**src/common/boot_params.svh**
```systemverilog
`ifndef BOOT_PARAMS_SVH
`define BOOT_PARAMS_SVH

// Flash read timing, cycles of oe low
`define FLASH_WAIT 3

// Boot image
`define BOOT_WORDS 16
`define BOOT_FLASH_BASE 0

// Address widths
`define RAM_AW 8
`define FLASH_AW 22

`endif

```
**src/common/boot_pkg.sv**
```systemverilog
`default_nettype none
`include "boot_params.svh"

package boot_pkg;

	typedef logic [15:0] word_t;
	typedef logic [`RAM_AW-1:0] ram_addr_t;
	typedef logic [`FLASH_AW-1:0] flash_addr_t;

	// Flash read sequencer
	typedef enum logic [1:0] {
		FL_IDLE,
		FL_WAIT,
		FL_DONE
	} flash_state_t;

	// Boot copy sequencer
	typedef enum logic [1:0] {
		BOOT_READ,
		BOOT_WRITE,
		BOOT_DONE
	} boot_state_t;

endpackage

`default_nettype wire

```
**src/boot/bootloader.sv**
```systemverilog
`timescale 1ns/1ps
`default_nettype none
`include "boot_params.svh"

module bootloader import boot_pkg::*; (
	input  wire         clk,
	input  wire         reset,
	output logic        flash_req_valid,
	input  wire         flash_req_ready,
	output flash_addr_t flash_req_addr,
	input  wire         flash_rsp_valid,
	input  word_t       flash_rsp_data,
	output logic        boot_wr_valid,
	output ram_addr_t   boot_wr_addr,
	output word_t       boot_wr_data,
	output logic        boot_done
);

	boot_state_t state;
	ram_addr_t count;
	logic waiting;
	word_t data_q;

	assign boot_wr_valid = (state == BOOT_WRITE);
	assign boot_wr_addr = count;
	assign boot_wr_data = data_q;
	assign boot_done = (state == BOOT_DONE);
	assign flash_req_addr = flash_addr_t'(`BOOT_FLASH_BASE) + flash_addr_t'(count);

	always_ff @(posedge clk) begin
		if (reset) begin
			state <= BOOT_READ;
			count <= '0;
			waiting <= 1'b0;
			flash_req_valid <= 1'b0;
		end else begin
			case (state)
				BOOT_READ: begin
					// First request after reset
					if (!flash_req_valid && !waiting) begin
						flash_req_valid <= 1'b1;
					end
					if (flash_req_valid && flash_req_ready) begin
						flash_req_valid <= 1'b0;
						waiting <= 1'b1;
					end
					if (flash_rsp_valid) begin
						waiting <= 1'b0;
						state <= BOOT_WRITE;
					end
				end
				BOOT_WRITE: begin
					if (count == ram_addr_t'(`BOOT_WORDS - 1)) begin
						state <= BOOT_DONE;
					end else begin
						// Next request goes out in the following cycle
						state <= BOOT_READ;
						count <= count + 1'b1;
						flash_req_valid <= 1'b1;
					end
				end
				BOOT_DONE: begin
					state <= BOOT_DONE;
				end
				default: begin
					state <= BOOT_DONE;
				end
			endcase
		end
	end

	always_ff @(posedge clk) begin
		if (flash_rsp_valid) begin
			data_q <= flash_rsp_data;
		end
	end

	assert property (@(posedge clk) disable iff (reset)
		boot_wr_valid |-> (boot_wr_addr < ram_addr_t'(`BOOT_WORDS)))
		else $error("boot write beyond image length");

endmodule

`default_nettype wire

```
**config.mk**
```make
export PLATFORM = sky130hd
export DESIGN_NAME = bootloader
export DESIGN_NICKNAME = d
export VERILOG_FILES = /design/src/common/boot_pkg.sv /design/src/boot/bootloader.sv
export VERILOG_INCLUDE_DIRS = /design/src /design/src/common
export SDC_FILE = /design/constraint.sdc
export NUM_CORES = 1
export LEC_CHECK = 0
export BUFFER_PORTS_ARGS = -buffer_cell sky130_fd_sc_hd__buf_2
export CAP_MARGIN = 20
export CORE_MARGIN = 2
export CORE_UTILIZATION = 39
export DETAILED_ROUTE_END_ITERATION = 10
export PLACE_DENSITY = 0.84
export SYNTH_ARGS = -nofsm -noshare
export SYNTH_HDL_FRONTEND = slang
export SYNTH_SLANG_ARGS = --single-unit
```
**constraint.sdc**
```tcl
create_clock -name clk -period 1.6 [get_ports clk]
set_clock_uncertainty 0.1 [all_clocks]
set_input_delay 0.08 -clock clk [delete_from_list [all_inputs] [get_ports clk]]
set_output_delay 0.08 -clock clk [all_outputs]
set_load 0.02 [all_outputs]
```
; ---- Word level (Yosys, flattened, before mapping)
; Index checks and enable logic that the tools add are counted.
[totals]
inputBits = 20
ff_bits = 28
output_inout_bits = 49
word_cells = 32
[op_classes]
eq_ne = 6
bitwise = 1
n_addsub = 1
mux = 9
n_reduce_logical = 10
[ops]
columns = cell, n
row1 = $add 8x1->8 const B, 1
row2 = $eq 8x4->1 const B, 1
row3 = $mux 1, 5
row4 = $mux 2, 2
row5 = $ne 2x2->1 const B, 2
row6 = $pmux 2 s2, 1
row7 = $reduce_and 2->1, 2
row8 = $reduce_bool 2->1, 2
row9 = $ne 3x3->1 const B, 1
row10 = $reduce_and 3->1, 1
row11 = $eq 2x1->1 const B, 1
row12 = $eq 2x2->1 const B, 1
row13 = $logic_and 1x1->1, 2
row14 = $logic_not 1->1, 2
row15 = $logic_not 2->1, 1
row16 = $pmux 1 s2, 1
row17 = $not 1->1, 1

; ---- Depth between registers and ports, before layout
; Gate-level depths: netlist (run 1).
[logic_depth]
depth_word = 5
mapped_depth = 5
mapped_depth_nobuf = 5

; ---- Worst setup path after synthesis (run 1)
; No wires, ideal clock.
[synth_timing]
kind = flip-flop to flip-flop
start = reg count[5], in the netlist boot_wr_addr[5]
end = reg count[1], in the netlist boot_wr_addr[1]
stages_incl_launch_ff = 5
setup_slack_ns = -0.015
synth_period_minus_slack_ns = 1.615
t_arrival_ns = 1.388
path_buffers = 0
required_time_ns = 1.372
setup_ns = 0.128
path_cell_list = dfxtp_1 or3_4 o31ai_4 mux2i_1 nor2_1
[synth_via]
elab_chain_cells = 3
[synth_lines]
columns = element, line
row1 = "start, declared", bootloader.sv:20  ; ram_addr_t count;
row2 = "start signal, assigned", bootloader.sv:58  ; count <= count + 1'b1;
row3 = $eq 8x4->1, bootloader.sv:53  ; if (count == ram_addr_t'(`BOOT_WORDS - 1)) begin
row4 = $not 1->1 (no source line), --
row5 = $reduce_and 2->1 (no source line), --
; Every way passes these cells.
; A chain may end at the register's enable or synchronous reset.

; ---- Final worst setup path (run 1)
; Ends and elaborated chain as after synthesis.

==> flow_summary_export.csv, run 1 <==
group,metric,value,unit
layout,drive_gt1_frac,0.3988,
synth,synth-simple-area-share,0.1551,
floorplan,die-area,3564,um^2
global_route,grt_usage,0.1345,
place,io_buffers,54,
routing,drcViolationCount,0,
global_route,busiest_layer,"met2",
power,peakVddDrop,0.3098,mV
clock_tree,h-tree-depth,1,
synth,yosysWarnings,0,
timing,fin_crit,1.540,ns
routing,dr.pass1.iters,4,
worst_setup_path,ff2ff_path_depth,4,
layout,num_antenna_cells,0,
floorplan,coreArea,3003,um^2
floorplan,io_pins,69,
routing,drt_iter0_markers,22,
worst_setup_path,worst_ep_required_time,1.72,ns
global_route,grt_max_degree,19,
synth,synth_top_family_by_area,"simple AND/OR/NAND/NOR gates",
worst_setup_path,reg2reg_slack,0.06,ns
synth,syn_area,1210,um^2
synth,synthXorXnorAreaFrac,0.02896,
timing,final_hold_viol_count,0,
worst_setup_path,cp.arrival,1.66,ns
global_route,use_met1,0.1423,
synth,synth.avg_cell_area,11.75,um^2
routing,via_count,932,
floorplan,rows,20,
global_route,overflow,0,
clock_tree,clock_latency,0.31,ns
worst_setup_path,cp-end-kind,"flip-flop",
global_route,antenna_found_initial,0,
synth,syn_inst,103,
worst_setup_path,start_kind,"flip-flop",
floorplan,initial_core_util,0.4029,
synth,synth-adder-area-share,0.01034,
clock_tree,cts_root_buf,"clkbuf_4",
routing,antenna_left,0,
worst_setup_path,crit_type,"reg2reg",
global_route,grt_pass1_vias,873,
floorplan,die_h,59.70,um
power,power_density,831.1,nW/um^2
synth,synth_compound_area_frac,0.04137,
layout,n_fill_cell,256,
timing,fin_crit_sh,0.9628,
worst_setup_path,r2r_end,"boot_wr_addr[1]",
place,place_congestion,0.7617,
place,dp.cells,184,
synth,ys_ff_latch,28,
global_route,grtUsageMet3,0.03896,
status,status,"finished clean",
worst_setup_path,reg2reg_from,"boot_wr_addr[5]",
timing,slew_viol_final,0,
worst_setup_path,cp_max_fo,4,
timing,setup_viol,0,
global_route,grt_pass1_wl,3663,um
synth,ys_seq_area_frac,0.5957,
routing,drt-vias-per-instance,4.524,
synth,synthMuxAreaShare,0.01655,
worst_setup_path,endpoint,"boot_wr_addr[1]",
routing,avgRoutedWirePerCell,11.28,um
synth,yosysUniqueCellTypes,27,
clock_tree,cts_sinks,28,
global_route,use_met2,0.2453,
power,p_total,0.001372,W
floorplan,die_width,59.70,um
routing,wl,2323,um
layout,stdcell_area,1650,um^2
clock_tree,clockBufferDepth,2,
job,cap_violations,0,
clock_tree,clk_pin_slew,0.14,ns
layout,area_growth,36.40,%
clock_tree,cts_made_buffers,3,
timing,fin_setup_tns,0,ns
worst_setup_path,cp-startpoint,"boot_wr_addr[5]",
min_path,hold_path_class,"in2reg",
place,dp_hpwl,1600,um
power,power_leakage,0.7804,nW
clock_tree,cts_tree,"built",
timing,rsz0062_at_grt,"no",
place,post_dp_cell_area,1433,um^2
layout,layout.nets,195,
timing,fmax,0.6492,GHz
layout,final_cells,206,
[report_power, final]
part	total (W)	internal [W]	switching (W)
sequential	0.000818	0.000804	0.0000134
combinational	0.000224	0.0000856	0.000139
clock	0.000329	0.000139	0.000190
total	0.00137	0.00103	0.000343
[worst max-delay path, cell delays in order, from the launching register on]
cell and delay [ns]:
dfxtp_2 0.34, or3_4 0.42, o31ai_4 0.32, mux2i_1 0.22
nor2_1 0.05
[worst min-delay path by stage]
stage | startpoint | endpoint | depth (start not counted)
finish | flash_rsp_valid | state[0] | 3
global route | flash_rsp_valid | state[0] | 3
CTS | flash_rsp_valid | state[0] | 3
detailed placement | flash_rsp_data[14] | boot_wr_data[14] | 1
global placement | flash_rsp_data[15] | boot_wr_data[15] | 1
floorplan | reset | boot_wr_addr[3] | 1
[logic make-up (layout without fill, tap and decap cells)]
kind of cell             after synthesis  in the layout
other                                  1             14
buffers and inverters                 26             83
flip-flops                            28             28
AND/OR/NAND/NOR                       35             35
adder cells (fa/ha/maj)                1              1
XOR/XNOR                               4              4
multiplexers                           2              2
AO/OA/AOI/OAI                          6              6
[flip-flops by register name (all words and copies together) (netlist names)]
signal	flops
boot_wr_data	16
boot_wr_addr	8
state	2
flash_req_valid	1
waiting	1
[through the flow]
stage | hold WS, ns | util | setup WS [ns]
2_1_floorplan | 0.04972 | - | 0.01962
3_3_place_gp | 0.1562 | 0.4771 | 0.08201
3_5_place_dp | 0.1584 | 0.4771 | 0.07537
4_1_cts | 0.03712 | 0.5492 | 0.07304
5_1_grt | 0.07410 | 0.5496 | 0.005293
6_report | 0.05194 | 0.5496 | 0.05955
[final cells by class]
| cell class | instances | area, um^2 | area share |
|---|---|---|---|
| flip-flops and latches | 28 | 723.2 | 0.4382 |
| inverters | 3 | 11.26 | 0.006823 |
| multi-input cells | 62 | 357.8 | 0.2168 |
| repair buffers | 76 | 480.5 | 0.2911 |
| well taps | 33 | 41.29 | 0.02502 |
| clock buffers | 4 | 36.28 | 0.02199 |
[cell usage in the layout (no fill, tap or decap), types with 2 or more instances in the layout]
cell type / netlist / layout
nand4_1: 2 / 2
and2_1: 2 / 2
a21oi_1: 3 / 3
nand2b_1: 2 / 2
mux2i_1: 2 / 2
clkbuf_4: 0 / 3
inv_1: 2 / 2
nor3_1: 4 / 4
dfxtp_1: 12 / 10
dlygate4sd3_1: 0 / 18
conb_1: 1 / 14
buf_2: 0 / 54
nand2_1: 4 / 4
dfxtp_2: 0 / 2
nor2_1: 12 / 12
edfxtp_1: 16 / 16
xor2_1: 3 / 3
nor3_2: 2 / 2
buf_4: 22 / 4
nand3_1: 3 / 3
[synthesized netlist by cell type]
cell / n / area share
a221oi_1: 1 / 0.0072
nor3_1: 4 / 0.017
inv_1: 2 / 0.0062
o31ai_4: 1 / 0.018
nand2_1: 4 / 0.012
nand4_1: 2 / 0.010
clkbuf_1: 1 / 0.0031
and2_1: 2 / 0.010
ha_1: 1 / 0.010
a21oi_1: 3 / 0.012
edfxtp_1: 16 / 0.40
xor2_1: 3 / 0.022
dfxtp_1: 12 / 0.20
or3_4: 1 / 0.0093
o21ai_0: 1 / 0.0041
nor2b_1: 1 / 0.0052
nor3_2: 2 / 0.017
nand2b_1: 2 / 0.010
nor2_1: 12 / 0.037
and3b_1: 1 / 0.0072
xnor2_1: 1 / 0.0072
buf_4: 22 / 0.14
inv_2: 1 / 0.0031
and4_1: 1 / 0.0072
conb_1: 1 / 0.0031
mux2i_1: 2 / 0.017
nand3_1: 3 / 0.012
[layer usage]
metal  wire length (um)  share of wire
met1                957           0.41
met3                255           0.11
met4                 10         0.0043
met2               1099           0.47
met5                  0              0
[timing repair]
action | CTS | global route
buffers inserted | 0 | 0
endpoints found under the setup margin | 0 | 3
hold buffers | 18 | 0
hold endpoints to repair | 28 | 0
gates resized for setup | 0 | 1
(Power assumes the default switching activity.)
==> run 2: changes to the inputs <==
==> constraint.sdc (replaced) <==
create_clock -name clk -period 1.6 [get_ports clk]
set_clock_uncertainty 0.1 [all_clocks]
set_input_delay 0.16 -clock clk [delete_from_list [all_inputs] [get_ports clk]]
set_output_delay 0.16 -clock clk [all_outputs]
set_load 0.02 [all_outputs]
==> run 2 against run 1 <==
  * Critical endpoint unchanged
  * Utilization is 0.67 points lower
  * Die area unchanged
  * Cell area fell by 1.2%
  * Largest cell class unchanged
  * Worst hold slack got worse by 0.018 ns
  * Maximum frequency is 0.34% higher
==> flow_summary_export.csv, run 2 (same netlist as run 1, synthesis figures left out) <==
group,metric,value,unit
power,peakVddDrop,0.3076,mV
power,p_comb_frac,0.161,
layout,layout.nets,193,
layout,drive_gt1_frac,0.4035,
timing,fin_setup_tns,0,ns
routing,drt_iter0_markers,20,
timing,fmax,0.6513,GHz
min_path,hold_path_class,"in2reg",
global_route,grt_usage,0.1323,
clock_tree,cts_tree,"built",
clock_tree,postCtsSetupBuffers,0,
routing,avgRoutedWirePerCell,11.14,um
power,pwr-share-clk,0.242,
routing,dr.pass1.iters,2,
clock_tree,cts_root_buf,"clkbuf_4",
clock_tree,clk_pin_slew,0.14,ns
routing,wl,2272,um
power,seq_power_share,0.597,
layout,mostFrequentLayoutCells,"buf_2, edfxtp_1, dlygate4sd3_1",
power,sw_frac_of_total,0.2507,
floorplan,die_width,59.70,um
timing,final_hold_viol_count,0,
worst_setup_path,slowest_delay,0.42,ns
worst_setup_path,path_cells,"or3_4, o31ai_4, mux2i_1, nor2_1",
clock_tree,cts_made_buffers,3,
global_route,overflow,0,
worst_setup_path,cp_max_fo,4,
layout,num_antenna_cells,0,
floorplan,initial_core_util,0.4029,
worst_setup_path,cp-end-kind,"flip-flop",
floorplan,die_h,59.70,um
clock_tree,cts_sinks,28,
power,internal_power,0.001026,W
power,power_leakage,0.7720,nW
timing,fin_crit_sh,0.9596,
place,dp_hpwl,1600,um
global_route,grt_max_degree,19,
routing,antenna_left,0,
global_route,antenna_found_initial,0,
worst_setup_path,worst_ep_required_time,1.72,ns
routing,drcViolationCount,0,
layout,largest_register_ffs,16,
floorplan,rows,20,
layout,layout_commonest_cell,"buf_2",
job,cap_violations,0,
timing,setup_viol,0,
clock_tree,h-tree-depth,1,
floorplan,die-area,3564,um^2
floorplan,coreArea,3003,um^2
place,io_buffers,54,
routing,drt-vias-per-instance,4.520,
clock_tree,clock_latency,0.32,ns
power,power_density,839.8,nW/um^2
floorplan,io_pins,69,
place,place_congestion,0.7617,
worst_setup_path,critical_path.top_delay_family,"simple AND/OR/NAND/NOR gates",
worst_setup_path,start_kind,"flip-flop",
layout,post-route-util,0.5429,
layout,area_growth,34.75,%
global_route,grt_pass1_wl,3608,um
worst_setup_path,cp_slowest_cell,"or3_4",
timing,slew_viol_final,0,
timing,rsz0062_at_grt,"no",
global_route,grt_pass1_vias,864,
clock_tree,clockBufferDepth,2,
worst_setup_path,cp.arrival,1.66,ns
worst_setup_path,crit_type,"reg2reg",
worst_setup_path,path_buf_inv,0,
status,status,"finished clean",
timing,fin_crit,1.535,ns
routing,via_count,922,
power,p_switching,0.0003432,W
run 2: cell types whose count changed in the layout (fill, tap and decap cells not counted), sizes merged:
| cell | before | now |
|---|---|---|
| dlygate4sd3 | 18 | 16 |
run 2: power groups by stage:
stage | registers [W] | clock network, W | logic (W)
2_1_floorplan | 0.000888 | 0 | 0.0000890
3_3_place_gp | 0.000833 | 0 | 0.000185
3_5_place_dp | 0.000833 | 0 | 0.000189
4_1_cts | 0.000817 | 0.000347 | 0.000219
5_1_grt | 0.000822 | 0.000372 | 0.000240
6_report | 0.000818 | 0.000331 | 0.000220
run 2: layer usage:
metal | GRT usage | wire length (um) | vias up | share of wire
li1 | - | - | 451 | -
met1 | 0.1409 | 940 | 418 | 0.41
met2 | 0.2391 | 1056 | 51 | 0.46
met3 | 0.03896 | 264 | 2 | 0.12
met4 | 0.05714 | 10 | 0 | 0.0044
met5 | 0 | 0 | - | 0
run 2: worst paths after layout:
check                                      from              end  slack, ns  cells after the start
worst max-delay path            boot_wr_addr[5]  boot_wr_addr[1]       0.06                      4
worst min register to register          waiting          waiting       0.39                      2
worst min-delay path            flash_req_ready          waiting       0.03                      3
worst max register to register  boot_wr_addr[5]  boot_wr_addr[1]       0.06                      4
run 2: cell type report:
type | count | area, um^2
timing repair buffer | 74 | 460.4
multi-input combinational | 62 | 357.8
inverter | 3 | 11.26
clock buffer | 4 | 36.28
sequential | 28 | 723.2
tap | 33 | 41.29
fill | 258 | 1373
run 2: worst register-to-register path: stages, from the launching register on:
cell	delay, ns
dfxtp_2	0.34
or3_4	0.42
o31ai_4	0.32
mux2i_1	0.22
nor2_1	0.05
run 2: repair_timing:
| item | 4_1_cts | 5_1_grt |
|---|---|---|
| hold endpoints to repair | 16 | 0 |
| hold buffers | 16 | 0 |
| endpoints found under the setup margin | 0 | 3 |
| resized for setup | 0 | 1 |
run 2: through the flow:
step	hold WS (ns)	power (W)	std cells	setup WS, ns	cell area, um^2
after floorplan	0.1297	0.0009767	116	0.01962	1260
after global placement	0.2362	0.001018	184	0.08201	1433
after detailed placement	0.2384	0.001022	184	0.07537	1433
after CTS	0.01620	0.001383	204	0.07307	1629
after global routing	0.05061	0.001434	204	0.005314	1630
final	0.03350	0.001369	204	0.06470	1630
==> run 3: changes to the inputs <==
- ABC_AREA: not set -> 1
- CORE_UTILIZATION: 39 -> 40
==> run 3 against run 2 <==
  * Maximum frequency grew 9.8%
  * Critical path depth grew 3
  * Routed wire length grew 18%
  * Clock power grew 38%
  * Register-to-register slack gained 0.14 ns
  * Sequential share of layout area shrank 2.4 points
  * Critical path type unchanged
  * Critical endpoint is now boot_wr_addr[3]
==> flow_summary_export.csv, run 3 <==
group,metric,value,unit
floorplan,io_pins,69,
layout,mostFrequentLayoutCells,"buf_2, nand2_1, dlygate4sd3_1",
routing,antenna_left,0,
worst_setup_path,start_kind,"flip-flop",
timing,fin_crit,1.398,ns
clock_tree,cts_tree,"built",
worst_setup_path,path_cells,"ha_1, inv_1, nor2_4, nand3_4, nand2_4, nand2_1, a21oi_1",
layout,largest_register_ffs,16,
global_route,grt_pass1_wl,3857,um
layout,area_growth,33.69,%
worst_setup_path,reg2reg_from,"boot_wr_addr[1]",
power,peakVddDrop,0.3299,mV
timing,fin_setup_tns,0,ns
layout,post-route-util,0.5643,
timing,final_hold_viol_count,0,
clock_tree,postCtsSetupBuffers,0,
worst_setup_path,cp_max_fo,6,
clock_tree,clockBufferDepth,2,
timing,holdWs,0.1000,ns
timing,rsz0062_at_grt,"no",
layout,layout.nets,221,
job,cap_violations,0,
global_route,grt_usage,0.1404,
routing,dr.pass1.iters,4,
synth,yosys.area.top_type,"edfxtp_1",
clock_tree,clk_pin_slew,0.15,ns
layout,multi_input_area,399.1,um^2
floorplan,rows,20,
global_route,grt_pass1_vias,917,
worst_setup_path,cp_slowest_cell,"dfxtp_2",
min_path,whs_path_depth,5,
global_route,overflow,0,
synth,synth.avg_cell_area,9.690,um^2
power,power_density,880.1,nW/um^2
floorplan,initial_core_util,0.4221,
worst_setup_path,cp-end-kind,"flip-flop",
worst_setup_path,slowest_delay,0.41,ns
power,p_total,0.001516,W
power,pwr-share-clk,0.301,
routing,drt_iter0_markers,44,
synth,ys_ff_latch,28,
synth,syn_inst,133,
synth,async_flop_share,0,
min_path,min_to,"waiting",
timing,fmax,0.7151,GHz
power,internal_power,0.001146,W
worst_setup_path,crit_type,"reg2reg",
worst_setup_path,reg2reg_slack,0.20,ns
layout,final_cells,243,
synth,synth_area_leaders,"edfxtp_1, dfxtp_1, buf_4, nand2_1, nor2_1",
routing,wl,2671,um
clock_tree,h-tree-depth,1,
power,power_leakage,0.8027,nW
worst_setup_path,worst_ep_required_time,1.77,ns
synth,syn_area,1289,um^2
timing,setup_viol,0,
synth,synth_ff_type,"edfxtp_1",
min_path,worstHoldStart,"flash_req_ready",
worst_setup_path,path_buf_inv,1,
timing,slew_viol_final,0,
layout,n_fill_cell,279,
clock_tree,clock_latency,0.32,ns
synth,yosysWarnings,0,
synth,yosys-top-cells-count,"nand2_1, buf_4, edfxtp_1",
floorplan,die-area,3692,um^2
worst_setup_path,r2r_end,"boot_wr_addr[3]",
routing,drt-vias-per-instance,4.267,
worst_setup_path,cp.arrival,1.57,ns
synth,synth.most_common_cell,"nand2_1",
timing,fin_crit_sh,0.8741,
synth,synth-edff-count,16,
status,status,"finished clean",
clock_tree,cts_root_buf,"clkbuf_4",
floorplan,die_width,60.76,um
place,place_congestion,0.8025,
worst_setup_path,critical_path.top_delay_family,"flip-flops",
place,io_buffers,54,
layout,drive_gt1_frac,0.3568,
power,p_switching,0.0003703,W
floorplan,coreArea,3053,um^2
layout,seq_area,723.2,um^2
layout,num_antenna_cells,0,
power,seq_power_share,0.543,
power,p_comb_frac,0.156,
place,dp.cells,222,
power,sw_frac_of_total,0.2442,
synth,ys_seq_area_frac,0.5592,
worst_setup_path,ff2ff_path_depth,7,
clock_tree,cts_sinks,28,
synth,yosysUniqueCellTypes,21,
synth,synth_top_area_frac,0.3728,
place,dp_hpwl,1847,um
global_route,antenna_found_initial,0,
global_route,grt_max_degree,18,
routing,avgRoutedWirePerCell,10.99,um
routing,drcViolationCount,0,
clock_tree,cts_made_buffers,3,
routing,via_count,1037,
floorplan,die_h,60.76,um
min_path,hold_path_class,"in2reg",
layout,layout_commonest_cell,"buf_2",
==> run 3: cell count changes in the layout (fill, tap and decap cells not counted), sizes merged, moves of 2 or more <==
| cell | delta |
|---|---|
| nor3 | -4 |
| nand2 | +21 |
| buf | -4 |
| nand3 | +2 |
| a21oi | +4 |
| nor2 | +8 |
| and2 | -2 |
| mux2i | -2 |
| o21ai | +2 |
| inv | +11 |
| nand2b | -2 |
==> run 3: tightest hold or removal path: cells and delay by family <==
kind | cells | cell delay, ns
and+or+nand+nor | 2 | 0.12
AOI/OAI and AO/OA | 1 | 0.06
buffers and inverters | 2 | 0.15
==> run 3: metal layers <==
layer,global-route usage,vias to the layer above,routed length (um)
met3,0.01706,4,171
met4,0.05590,0,36
met5,0,-,0
met2,0.2596,46,1385
met1,0.1633,458,1077
li1,-,529,-
==> run 3: how the worst max path moves through the flow <==
stage | startpoint | end | cells past startpoint
3_5_place_dp | boot_wr_addr[1] | boot_wr_addr[3] | 7
3_3_place_gp | boot_wr_addr[0] | boot_wr_addr[2] | 7
2_1_floorplan | boot_wr_addr[1] | boot_wr_addr[2] | 7
5_1_grt | boot_wr_addr[1] | boot_wr_addr[3] | 7
4_1_cts | boot_wr_addr[1] | boot_wr_addr[3] | 7
6_report | boot_wr_addr[1] | boot_wr_addr[3] | 7
==> run 3: logic make-up (layout without fill, tap and decap cells) <==
kind of cell	Yosys count	count (layout)	synth area share
flip-flops	28	28	0.5592
XOR/XNOR	2	2	0.01359
adder cells (fa/ha/maj)	1	1	0.009707
other	1	14	0.002910
AO/OA/AOI/OAI	11	11	0.04466
AND/OR/NAND/NOR	54	54	0.2010
buffers and inverters	36	89	0.1689
==> run 3: layout make-up <==
class,instances,area share
repair buffers,71,0.2556
well taps,44,0.03195
clock inverters,1,0.01743
clock buffers,3,0.01307
inverters,14,0.03050
multi-input cells,82,0.2317
flip-flops and latches,28,0.4198
==> run 3: what timing repair did <==
item | CTS | global route
hold buffers | 17 | 0
setup endpoints to repair | 0 | 2
hold endpoints to repair | 22 | 0
gates resized for setup | 0 | 2
==> run 3: metrics by stage <==
step,setup slack (ns),area (um^2)
final,0.2015,1723
after global placement,0.2440,1498
after floorplan,0.1364,1338
after detailed placement,0.1542,1498
after global routing,0.05573,1723
after CTS,0.1251,1720
==> run 3: power by group through the flow <==
stage	logic [W]	registers (W)	clock network [W]
4_1_cts	0.000236	0.000822	0.000467
2_1_floorplan	0.000102	0.000890	0
6_report	0.000237	0.000823	0.000457
3_5_place_dp	0.000202	0.000838	0
3_3_place_gp	0.000199	0.000835	0
5_1_grt	0.000255	0.000828	0.000492
